[config.mk]
export PLATFORM = sky130hd
export DESIGN_NAME = i2s_trnmtr
export DESIGN_NICKNAME = d
export VERILOG_FILES = /design/src/verilog/axil_pkg.sv /design/src/verilog/i2s_pkg.sv /design/src/verilog/flex_counter.sv /design/src/verilog/i2s_trnmtr_cntlr.sv /design/src/verilog/i2s_sample_fifo.sv /design/src/verilog/i2s_shift_reg.sv /design/src/verilog/i2s_axil_regs.sv /design/src/verilog/i2s_trnmtr.sv
export VERILOG_INCLUDE_DIRS = /design/src /design/src/verilog
export SDC_FILE = /design/constraint.sdc
export NUM_CORES = 1
export LEC_CHECK = 0
export BUFFER_PORTS_ARGS = -buffer_cell sky130_fd_sc_hd__buf_2
export CAP_MARGIN = 20
export CORE_MARGIN = 1
export CORE_UTILIZATION = 52
export CTS_BUF_LIST = sky130_fd_sc_hd__clkbuf_16
export DETAILED_ROUTE_END_ITERATION = 8
export PLACE_DENSITY = 0.85
export SETUP_SLACK_MARGIN = 0.02
export SLEW_MARGIN = 20
export SYNTH_ARGS = -nofsm -noshare
export SYNTH_HDL_FRONTEND = slang
export SYNTH_SLANG_ARGS = --single-unit
[constraint.sdc]
create_clock -name clk -period 5.4 [get_ports clk]
set_input_delay 0.27 -clock clk [delete_from_list [all_inputs] [get_ports clk]]
set_output_delay 0.27 -clock clk [all_outputs]
set_load 0.005 [all_outputs]
[src/verilog/i2s_consts.svh]
// ********************
// build-time constants for the i2s transmitter
// sample width and fifo depth are fixed here, fifo depth must be a power of two
// register addresses are 32-bit aligned byte offsets
// ********************
`ifndef I2S_CONSTS_SVH
`define I2S_CONSTS_SVH

// bits per channel word, one stereo frame is twice this
`define SAMPLE_BITS 16

// frames held in the sample fifo
`define FIFO_DEPTH 8

// level counts 0 to FIFO_DEPTH, so one bit wider than the pointers
`define FIFO_LVL_BITS 4

// axi-lite register map
// DATA is write-only, STATUS is read-only
`define ADDR_DATA 32'h0000_0000
`define ADDR_CTRL 32'h0000_0004
`define ADDR_STATUS 32'h0000_0008

`endif

[src/verilog/axil_pkg.sv]
// ********************
// axi4-lite channel types, 32-bit address and data
// no prot and no strobes, ready flags travel as separate wires
// ********************
`default_nettype none

package axil_pkg;

  // only the two codes this slave ever returns
  typedef enum logic [1:0] {
    OKAY   = 2'b00,
    SLVERR = 2'b10
  } axil_resp_t;

  // write address, master to slave
  typedef struct packed {
    logic        valid;
    logic [31:0] addr;
  } axil_aw_t;

  // write data, master to slave
  typedef struct packed {
    logic        valid;
    logic [31:0] data;
  } axil_w_t;

  // write response, slave to master
  typedef struct packed {
    logic       valid;
    axil_resp_t resp;
  } axil_b_t;

  // read address, master to slave
  typedef struct packed {
    logic        valid;
    logic [31:0] addr;
  } axil_ar_t;

  // read data, slave to master
  typedef struct packed {
    logic        valid;
    logic [31:0] data;
    axil_resp_t  resp;
  } axil_r_t;

endpackage

`default_nettype wire

[src/verilog/i2s_pkg.sv]
// ********************
// audio-side types for the i2s transmitter
// frame and control word are both one 32-bit bus word
// ********************
`default_nettype none

`include "i2s_consts.svh"

package i2s_pkg;

  // stereo frame, left channel in the upper half
  typedef struct packed {
    logic [`SAMPLE_BITS-1:0] left;
    logic [`SAMPLE_BITS-1:0] right;
  } i2s_frame_t;

  // CTRL register layout
  typedef struct packed {
    logic [29:0] rsvd;
    // write 1 to drop the sticky underrun flag
    logic        clr_underrun;
    // 0 mutes output and holds the fifo
    logic        enable;
  } i2s_ctrl_t;

  // one write-data word, read as a frame for DATA
  // and as a control word for CTRL
  typedef union packed {
    i2s_frame_t frame;
    i2s_ctrl_t  ctrl;
  } i2s_wdata_u;

endpackage

`default_nettype wire

[src/verilog/flex_counter.sv]
// ********************
// up counter, 1 to rollover_val then back to 1
// clear forces 0 and wins over count_enable
// ********************
`timescale 1ns/1ps
`default_nettype none

module flex_counter #(
  parameter int NUM_CNT_BITS = 4
) (
  input  wire                     clk,
  input  wire                     n_rst,
  input  wire                     clear,
  input  wire                     count_enable,
  input  wire  [NUM_CNT_BITS-1:0] rollover_val,
  output logic [NUM_CNT_BITS-1:0] count_out,
  output logic                    rollover_flag
);

  logic [NUM_CNT_BITS-1:0] next_count;

  always_comb begin
    next_count = count_out;
    if (clear) begin
      next_count = '0;
    end else if (count_enable) begin
      // wrap skips 0, it only comes back through clear or reset
      if (count_out == rollover_val) begin
        next_count = NUM_CNT_BITS'(1);
      end else begin
        next_count = count_out + 1'b1;
      end
    end
  end

  always_ff @(posedge clk, negedge n_rst) begin
    if (!n_rst) begin
      count_out     <= '0;
      rollover_flag <= 1'b0;
    end else begin
      count_out     <= next_count;
      // flag registered alongside the count it describes
      rollover_flag <= (next_count == rollover_val);
    end
  end

  a_count_in_range: assert property (@(posedge clk) disable iff (!n_rst)
    count_out <= rollover_val);

endmodule

`default_nettype wire

[src/verilog/i2s_trnmtr_cntlr.sv]
// ********************
// word-select and start generator, free running from reset
// one half-frame is SAMPLE_BITS clk cycles, ws low is left
// ********************
`timescale 1ns/1ps
`default_nettype none

`include "i2s_consts.svh"

module i2s_trnmtr_cntlr (
  input  wire  clk,
  input  wire  n_rst,
  output logic ws,
  output logic start
);

  // one extra bit so the count can reach SAMPLE_BITS itself
  localparam int CNT_BITS = $clog2(`SAMPLE_BITS) + 1;

  logic [CNT_BITS-1:0] edge_count;
  logic                half_done;

  // edge counter, never cleared
  flex_counter #(
    .NUM_CNT_BITS(CNT_BITS)
  ) i_edge_counter (
    .clk          (clk),
    .n_rst        (n_rst),
    .clear        (1'b0),
    .count_enable (1'b1),
    .rollover_val (CNT_BITS'(`SAMPLE_BITS)),
    .count_out    (edge_count),
    .rollover_flag(half_done)
  );

  // flip ws on the edge where the count wraps to 1
  always_ff @(posedge clk, negedge n_rst) begin
    if (!n_rst) begin
      ws <= 1'b0;
    end else if (half_done) begin
      ws <= !ws;
    end
  end

  // first cycle of each half-frame, ws already shows the new side
  assign start = (edge_count == CNT_BITS'(1));

  a_ws_on_rollover: assert property (@(posedge clk) disable iff (!n_rst)
    $changed(ws) |-> $past(half_done));

endmodule

`default_nettype wire

[src/verilog/i2s_sample_fifo.sv]
// ********************
// frame fifo, head is visible one cycle after the push
// caller must not push when full or pop when empty
// ********************
`timescale 1ns/1ps
`default_nettype none

`include "i2s_consts.svh"

module i2s_sample_fifo (
  input  wire                       clk,
  input  wire                       n_rst,
  input  wire                       push,
  input  wire i2s_pkg::i2s_frame_t  push_frame,
  input  wire                       pop,
  output i2s_pkg::i2s_frame_t       head,
  output logic                      empty,
  output logic                      full,
  output logic [`FIFO_LVL_BITS-1:0] level
);

  import i2s_pkg::*;

  localparam int PTR_BITS = $clog2(`FIFO_DEPTH);

  i2s_frame_t                mem [`FIFO_DEPTH];
  logic [PTR_BITS-1:0]       wr_ptr;
  logic [PTR_BITS-1:0]       rd_ptr;
  logic [`FIFO_LVL_BITS-1:0] count;

  // storage
  always_ff @(posedge clk) begin
    if (push) begin
      mem[wr_ptr] <= push_frame;
    end
  end

  // pointers wrap on their own, depth is a power of two
  always_ff @(posedge clk, negedge n_rst) begin
    if (!n_rst) begin
      wr_ptr <= '0;
      rd_ptr <= '0;
      count  <= '0;
    end else begin
      if (push) begin
        wr_ptr <= wr_ptr + 1'b1;
      end
      if (pop) begin
        rd_ptr <= rd_ptr + 1'b1;
      end
      // push and pop together leave the count alone
      case ({push, pop})
        2'b10:   count <= count + 1'b1;
        2'b01:   count <= count - 1'b1;
        default: count <= count;
      endcase
    end
  end

  assign head  = mem[rd_ptr];
  assign empty = (count == '0);
  assign full  = (count == `FIFO_LVL_BITS'(`FIFO_DEPTH));
  assign level = count;

  a_no_push_full: assert property (@(posedge clk) disable iff (!n_rst)
    push |-> !full);
  a_no_pop_empty: assert property (@(posedge clk) disable iff (!n_rst)
    pop |-> !empty);

endmodule

`default_nettype wire

[src/verilog/i2s_shift_reg.sv]
// ********************
// msb-first serializer, one bit per clk
// frames are taken from the fifo only at the start of a left half
// ********************
`timescale 1ns/1ps
`default_nettype none

`include "i2s_consts.svh"

module i2s_shift_reg (
  input  wire                      clk,
  input  wire                      n_rst,
  input  wire                      ws,
  input  wire                      start,
  input  wire                      enable,
  input  wire                      clear_underrun,
  input  wire i2s_pkg::i2s_frame_t head,
  input  wire                      empty,
  output logic                     pop,
  output logic                     underrun,
  output logic                     sd
);

  import i2s_pkg::*;

  logic                    load_left;
  i2s_frame_t              frame_next;
  logic [`SAMPLE_BITS-1:0] right_q;
  logic [`SAMPLE_BITS-1:0] shreg;

  assign load_left = start && !ws;
  assign pop       = load_left && enable && !empty;
  // muted or starved frames go out as silence
  assign frame_next = pop ? head : '0;

  // right half waits here until ws goes high
  always_ff @(posedge clk) begin
    if (load_left) begin
      right_q <= frame_next.right;
    end
  end

  // load on start, shift left otherwise
  always_ff @(posedge clk, negedge n_rst) begin
    if (!n_rst) begin
      shreg <= '0;
    end else if (start) begin
      shreg <= ws ? right_q : frame_next.left;
    end else begin
      shreg <= {shreg[`SAMPLE_BITS-2:0], 1'b0};
    end
  end

  // sticky, a new underrun beats a clear in the same cycle
  always_ff @(posedge clk, negedge n_rst) begin
    if (!n_rst) begin
      underrun <= 1'b0;
    end else if (load_left && enable && empty) begin
      underrun <= 1'b1;
    end else if (clear_underrun) begin
      underrun <= 1'b0;
    end
  end

  // register output gives the one-bit delay after ws
  assign sd = shreg[`SAMPLE_BITS-1];

  a_pop_not_empty: assert property (@(posedge clk) disable iff (!n_rst)
    pop |-> !empty);

endmodule

`default_nettype wire

[src/verilog/i2s_axil_regs.sv]
// ********************
// axi4-lite slave, DATA (wo), CTRL (rw), STATUS (ro)
// one outstanding response per direction, strobes not supported
// ********************
`timescale 1ns/1ps
`default_nettype none

`include "i2s_consts.svh"

module i2s_axil_regs (
  input  wire                       clk,
  input  wire                       n_rst,
  input  wire axil_pkg::axil_aw_t   aw,
  input  wire axil_pkg::axil_w_t    w,
  input  wire axil_pkg::axil_ar_t   ar,
  input  wire                       bready,
  input  wire                       rready,
  output logic                      awready,
  output logic                      wready,
  output logic                      arready,
  output axil_pkg::axil_b_t         b,
  output axil_pkg::axil_r_t         r,
  output logic                      push,
  output i2s_pkg::i2s_frame_t       push_frame,
  output logic                      enable,
  output logic                      clear_underrun,
  input  wire [`FIFO_LVL_BITS-1:0]  level,
  input  wire                       full,
  input  wire                       underrun
);

  import axil_pkg::*;
  import i2s_pkg::*;

  logic        wr_accept;
  logic        rd_accept;
  i2s_wdata_u  wdata;
  axil_resp_t  wr_resp;
  axil_resp_t  rd_resp;
  logic [31:0] rd_data;

  // aw and w must arrive together, nothing taken while a response waits
  assign wr_accept = aw.valid && w.valid && !b.valid;
  assign rd_accept = ar.valid && !r.valid;
  assign awready   = wr_accept;
  assign wready    = wr_accept;
  assign arready   = rd_accept;

  assign wdata      = w.data;
  assign push_frame = wdata.frame;

  // write decode
  always_comb begin
    push    = 1'b0;
    wr_resp = OKAY;
    case (aw.addr)
      `ADDR_DATA: begin
        // full fifo drops the frame
        if (full) begin
          wr_resp = SLVERR;
        end else begin
          push = wr_accept;
        end
      end
      `ADDR_CTRL: wr_resp = OKAY;
      // STATUS is read-only
      default: wr_resp = SLVERR;
    endcase
  end

  // read decode
  always_comb begin
    rd_data = '0;
    rd_resp = OKAY;
    case (ar.addr)
      `ADDR_DATA:   rd_data = '0;
      `ADDR_CTRL:   rd_data[0] = enable;
      `ADDR_STATUS: rd_data = {{(30 - `FIFO_LVL_BITS){1'b0}}, underrun, full, level};
      default:      rd_resp = SLVERR;
    endcase
  end

  // control bits, clear_underrun is a one-cycle pulse
  always_ff @(posedge clk, negedge n_rst) begin
    if (!n_rst) begin
      enable         <= 1'b0;
      clear_underrun <= 1'b0;
    end else begin
      clear_underrun <= 1'b0;
      if (wr_accept && (aw.addr == `ADDR_CTRL)) begin
        enable         <= wdata.ctrl.enable;
        clear_underrun <= wdata.ctrl.clr_underrun;
      end
    end
  end

  // write response, held until bready
  always_ff @(posedge clk, negedge n_rst) begin
    if (!n_rst) begin
      b <= '0;
    end else if (wr_accept) begin
      b.valid <= 1'b1;
      b.resp  <= wr_resp;
    end else if (bready) begin
      b.valid <= 1'b0;
    end
  end

  // read response, held until rready
  always_ff @(posedge clk, negedge n_rst) begin
    if (!n_rst) begin
      r <= '0;
    end else if (rd_accept) begin
      r.valid <= 1'b1;
      r.data  <= rd_data;
      r.resp  <= rd_resp;
    end else if (rready) begin
      r.valid <= 1'b0;
    end
  end

  a_b_stable: assert property (@(posedge clk) disable iff (!n_rst)
    b.valid && !bready |=> $stable(b));
  a_r_stable: assert property (@(posedge clk) disable iff (!n_rst)
    r.valid && !rready |=> $stable(r));

endmodule

`default_nettype wire

[src/verilog/i2s_trnmtr.sv]
// ********************
// i2s transmitter top, axi4-lite in, ws and sd out
// bit clock is clk itself and is not brought out
// ********************
`timescale 1ns/1ps
`default_nettype none

`include "i2s_consts.svh"

module i2s_trnmtr (
  input  wire                     clk,
  input  wire                     n_rst,
  input  wire axil_pkg::axil_aw_t aw,
  input  wire axil_pkg::axil_w_t  w,
  input  wire axil_pkg::axil_ar_t ar,
  input  wire                     bready,
  input  wire                     rready,
  output logic                    awready,
  output logic                    wready,
  output logic                    arready,
  output axil_pkg::axil_b_t       b,
  output axil_pkg::axil_r_t       r,
  output logic                    ws,
  output logic                    sd
);

  import i2s_pkg::*;

  // bus side to fifo and shifter
  logic                      push;
  i2s_frame_t                push_frame;
  logic                      enable;
  logic                      clear_underrun;
  // status back to the bus side
  logic [`FIFO_LVL_BITS-1:0] level;
  logic                      full;
  logic                      underrun;
  // fifo to shifter
  i2s_frame_t                head;
  logic                      empty;
  logic                      pop;
  logic                      start;

  i2s_axil_regs i_axil_regs (
    .clk(clk), .n_rst(n_rst),
    .aw(aw), .w(w), .ar(ar), .bready(bready), .rready(rready),
    .awready(awready), .wready(wready), .arready(arready), .b(b), .r(r),
    .push(push), .push_frame(push_frame),
    .enable(enable), .clear_underrun(clear_underrun),
    .level(level), .full(full), .underrun(underrun)
  );

  i2s_sample_fifo i_sample_fifo (
    .clk(clk), .n_rst(n_rst),
    .push(push), .push_frame(push_frame), .pop(pop), .head(head),
    .empty(empty), .full(full), .level(level)
  );

  i2s_trnmtr_cntlr i_trnmtr_cntlr (
    .clk(clk), .n_rst(n_rst), .ws(ws), .start(start)
  );

  i2s_shift_reg i_shift_reg (
    .clk(clk), .n_rst(n_rst), .ws(ws), .start(start),
    .enable(enable), .clear_underrun(clear_underrun),
    .head(head), .empty(empty), .pop(pop), .underrun(underrun), .sd(sd)
  );

endmodule

`default_nettype wire

==> qor.yml <==
yosys:
  yosysSeqAreaShare: 0.7337
  synth_compound_area_frac: 0.02492
  synth_edf_count: 272
  ys.flop_type: "edfxtp_1"
  yosysWarnings: 0
  synth_top_family_by_area: "multiplexers"
  synth-simple-area-share: 0.04847
  synthMuxAreaShare: 0.1438
  synth.distinct_cells: 47
  syn_area_mm2: 0.01270
  avgSynthCellArea_um2: 18.90
  synth_adder_area_share: 0.008866
  async_flop_share: 0.1447
  synthCells: 672
  ys_seq_elements: 318
  synth_xor_area_frac: 0.008275
route:
  dr.pass1.iters: 4
  post_drt_wl_per_cell_um: 20.76
  drc: 0
  drt-initial-drc-count: 525
  routed_wl_mm: 24.37
  routed_via_density: 5.598
  detail-route-antenna-nets: 0
  dr_total_vias: 6572
critical_path:
  cp-end-kind: "flip-flop"
  critPathLaunchType: "flip-flop"
  required_ps: 5840
  crit_type: "flip-flop to flip-flop"
  path_max_fanout: 32
  crit_arrival_ps: 4380
grt:
  use_met1: 0.2516
  grt_pass1_vias: 6692
  grt_max_degree: 47
  grt_overflow: 0
  grt_pass1_wl_mm: 37.25
  grt.total_usage: 0.2029
  grt.busiest_layer: "met2"
  antenna_found_initial: 0
  grt_use_met2: 0.3594
  grt.met3_usage: 0.03402
layout:
  instances_no_fill: 1174
  nets: 944
  layout-drive-gt1-share: 0.3170
  syn2layout_area_growth_pct: 16.82
  stdcell_area_mm2: 0.01484
  diodes: 0
  fin_util: 0.6265
place:
  dp_cells: 1089
  gp_congestion: 0.7775
  dp_hpwl_mm: 14.34
  place_area_mm2: 0.01359
  io_buffers: 117
pwr:
  leakage_uw: 0.005203
  ir_drop_mv: 0.2464
  power_density_mw_per_mm2: 320.9
clock_network:
  post_cts_resized: 0
  cts-root-buf: "clkbuf_16"
  clk_pin_slew_ps: 70
  htree_levels: 1
  clk_latency_ps: 560
  clock-sinks: 318
  cts_max_path_buffers: 3
  tritoncts: "done"
  cts_buffers: 30
die:
  initial_core_util: 0.5363
  die_w_um: 158.3
  ioPinCount: 146
  die-area_mm2: 0.02505
  placementRows: 56
  floorplan.core_area_mm2: 0.02368
  die_y_um: 158.3
sta:
  fmax_mhz: 253.7
  fin_crit_sh: 0.7300
  relSlewSlack: 0.4398
  hold_viol: 0
  slew_violations: 0
  tightest_slew_ps: 840.2
  post-route-min-period_ps: 3942
  setup_violations: 0
  tns_ps: 0
  skew_ps: 32.32
  rsz0062_at_grt: "no"
outcome:
  status: "completed"
job:
  maxCapViolations: 0
worst_hold_path:
  holdCritPathClass: "primary input to flip-flop"
flip-flops by register name, summed over array words and instances (netlist names), 2 cells and up:
| register | count |
|---|---|
| i_shift_reg.right_q | 16 |
| i_sample_fifo.wr_ptr | 3 |
| i_axil_regs.r | 8 |
| i_axil_regs.b | 2 |
| i_sample_fifo.rd_ptr | 3 |
| i_trnmtr_cntlr.i_edge_counter.count_out | 5 |
| i_shift_reg.shreg | 16 |
| i_sample_fifo.level | 4 |
| i_sample_fifo.mem | 256 |
synth_stat cells, types with 3 or more instances:
cell / n / area, um2
a21oi_1: 20 / 100.1
a22oi_1: 16 / 120.1
and4_1: 3 / 26.28
buf_1: 5 / 18.77
buf_2: 12 / 60.06
buf_4: 29 / 217.7
clkbuf_1: 11 / 41.29
dfrtp_1: 46 / 1151
edfxtp_1: 272 / 8168
ha_1: 9 / 112.6
inv_1: 10 / 37.54
mux2_2: 19 / 214.0
mux2i_1: 16 / 160.2
mux4_2: 64 / 1441
nand2_1: 17 / 63.81
nand2b_1: 4 / 25.02
nand3_1: 4 / 20.02
nor2_1: 40 / 150.1
nor3_1: 6 / 30.03
nor4_1: 16 / 100.1
nor4_2: 3 / 37.54
nor4b_2: 3 / 45.04
o21ai_0: 6 / 30.03
xnor2_1: 5 / 43.79
xor2_1: 7 / 61.31
cell type report:
type	instances	area (um2)
flip-flops and latches	318	9325
fillers	1625	8846
multi-input cells	311	3141
repair buffers	160	985.9
clock buffers	30	750.7
well taps	319	399.1
clock inverters	25	193.9
inverters	11	41.29
worst paths after layout:
check | slack [ps] | endpoint | startpoint | cells after the start
max in group asynchronous | 4710 | i_sample_fifo.rd_ptr[1] | n_rst | 2
min reg2reg | 440 | i_trnmtr_cntlr.ws | i_trnmtr_cntlr.i_edge_counter.rollover_flag | 1
min in group asynchronous | 260 | i_trnmtr_cntlr.ws | n_rst | 2
min | 9 | i_sample_fifo.mem[4][20] | w[20] | 1
max reg2reg | 1460 | i_sample_fifo.level[2] | i_trnmtr_cntlr.i_edge_counter.count_out[1] | 14
max | 1460 | i_sample_fifo.level[2] | i_trnmtr_cntlr.i_edge_counter.count_out[1] | 14
report_power, final:
part	switching (uW)	total, uW	leakage (uW)	internal [uW]
Sequential	1.08	2670	0.00303	2670
Clock	848	1990	0.000494	1150
Combinational	55.5	102	0.00168	46.7
Total	904	4760	0.00520	3860
metrics by stage:
stage               hold slack [ps]  power (uW)  worst slack [ps]
finish                        9.351        4762              1458
global route                  11.40        4901              1111
CTS                          0.6437        4791              1465
detailed placement            428.7        2803              1508
global placement              426.7        2799              1653
floorplan                    -25.59        2749             329.8
critical path, cell delays in order, from the launching register on:
cell,delay [ps]
dfrtp_1,410
inv_1,90
ha_1,150
nor4b_4,180
buf_4,340
and2b_1,650
nand3_2,420
inv_2,430
ha_1,330
xor2_1,100
ha_1,180
a21oi_1,140
xor2_1,160
nor2_1,60
xor2_1,140
kinds of logic (layout without fill, tap and decap cells):
family                     count (synthesis)  count (layout)
buffers and inverters                     70             226
DFF                                      318             318
AOI/OAI and AO/OA                         51              51
muxes                                    100             100
xor gates and xnor gates                  12              12
and+or+nand+nor                          111             111
other                                      1              28
adders and majority gates                  9               9
cells in the final DEF, fill, tap and decap left out, drive strengths merged, types with 16 or more instances in the layout:
master / Yosys / final
dfrtp: 46 / 46
mux2i: 16 / 16
nor2: 40 / 40
mux2: 20 / 20
conb: 1 / 28
a21oi: 20 / 20
nand2: 17 / 17
nor4: 19 / 19
a22oi: 16 / 16
dlygate4sd3: 0 / 30
inv: 11 / 22
clkbuf: 11 / 30
edfxtp: 272 / 272
mux4: 64 / 64
buf: 48 / 130
routing by layer:
layer  routed length (um)  part of all wire
met3                 1278             0.052
met4                  725             0.030
met1                 9565              0.39
met5                    0                 0
met2                12800              0.53
timing repair:
item | 4_1_cts | 5_1_grt
endpoints found under the hold margin | 219 | 0
buffers inserted | 0 | 0
hold buffers | 30 | 0
No activity file was read; power rests on OpenSTA's default activity.
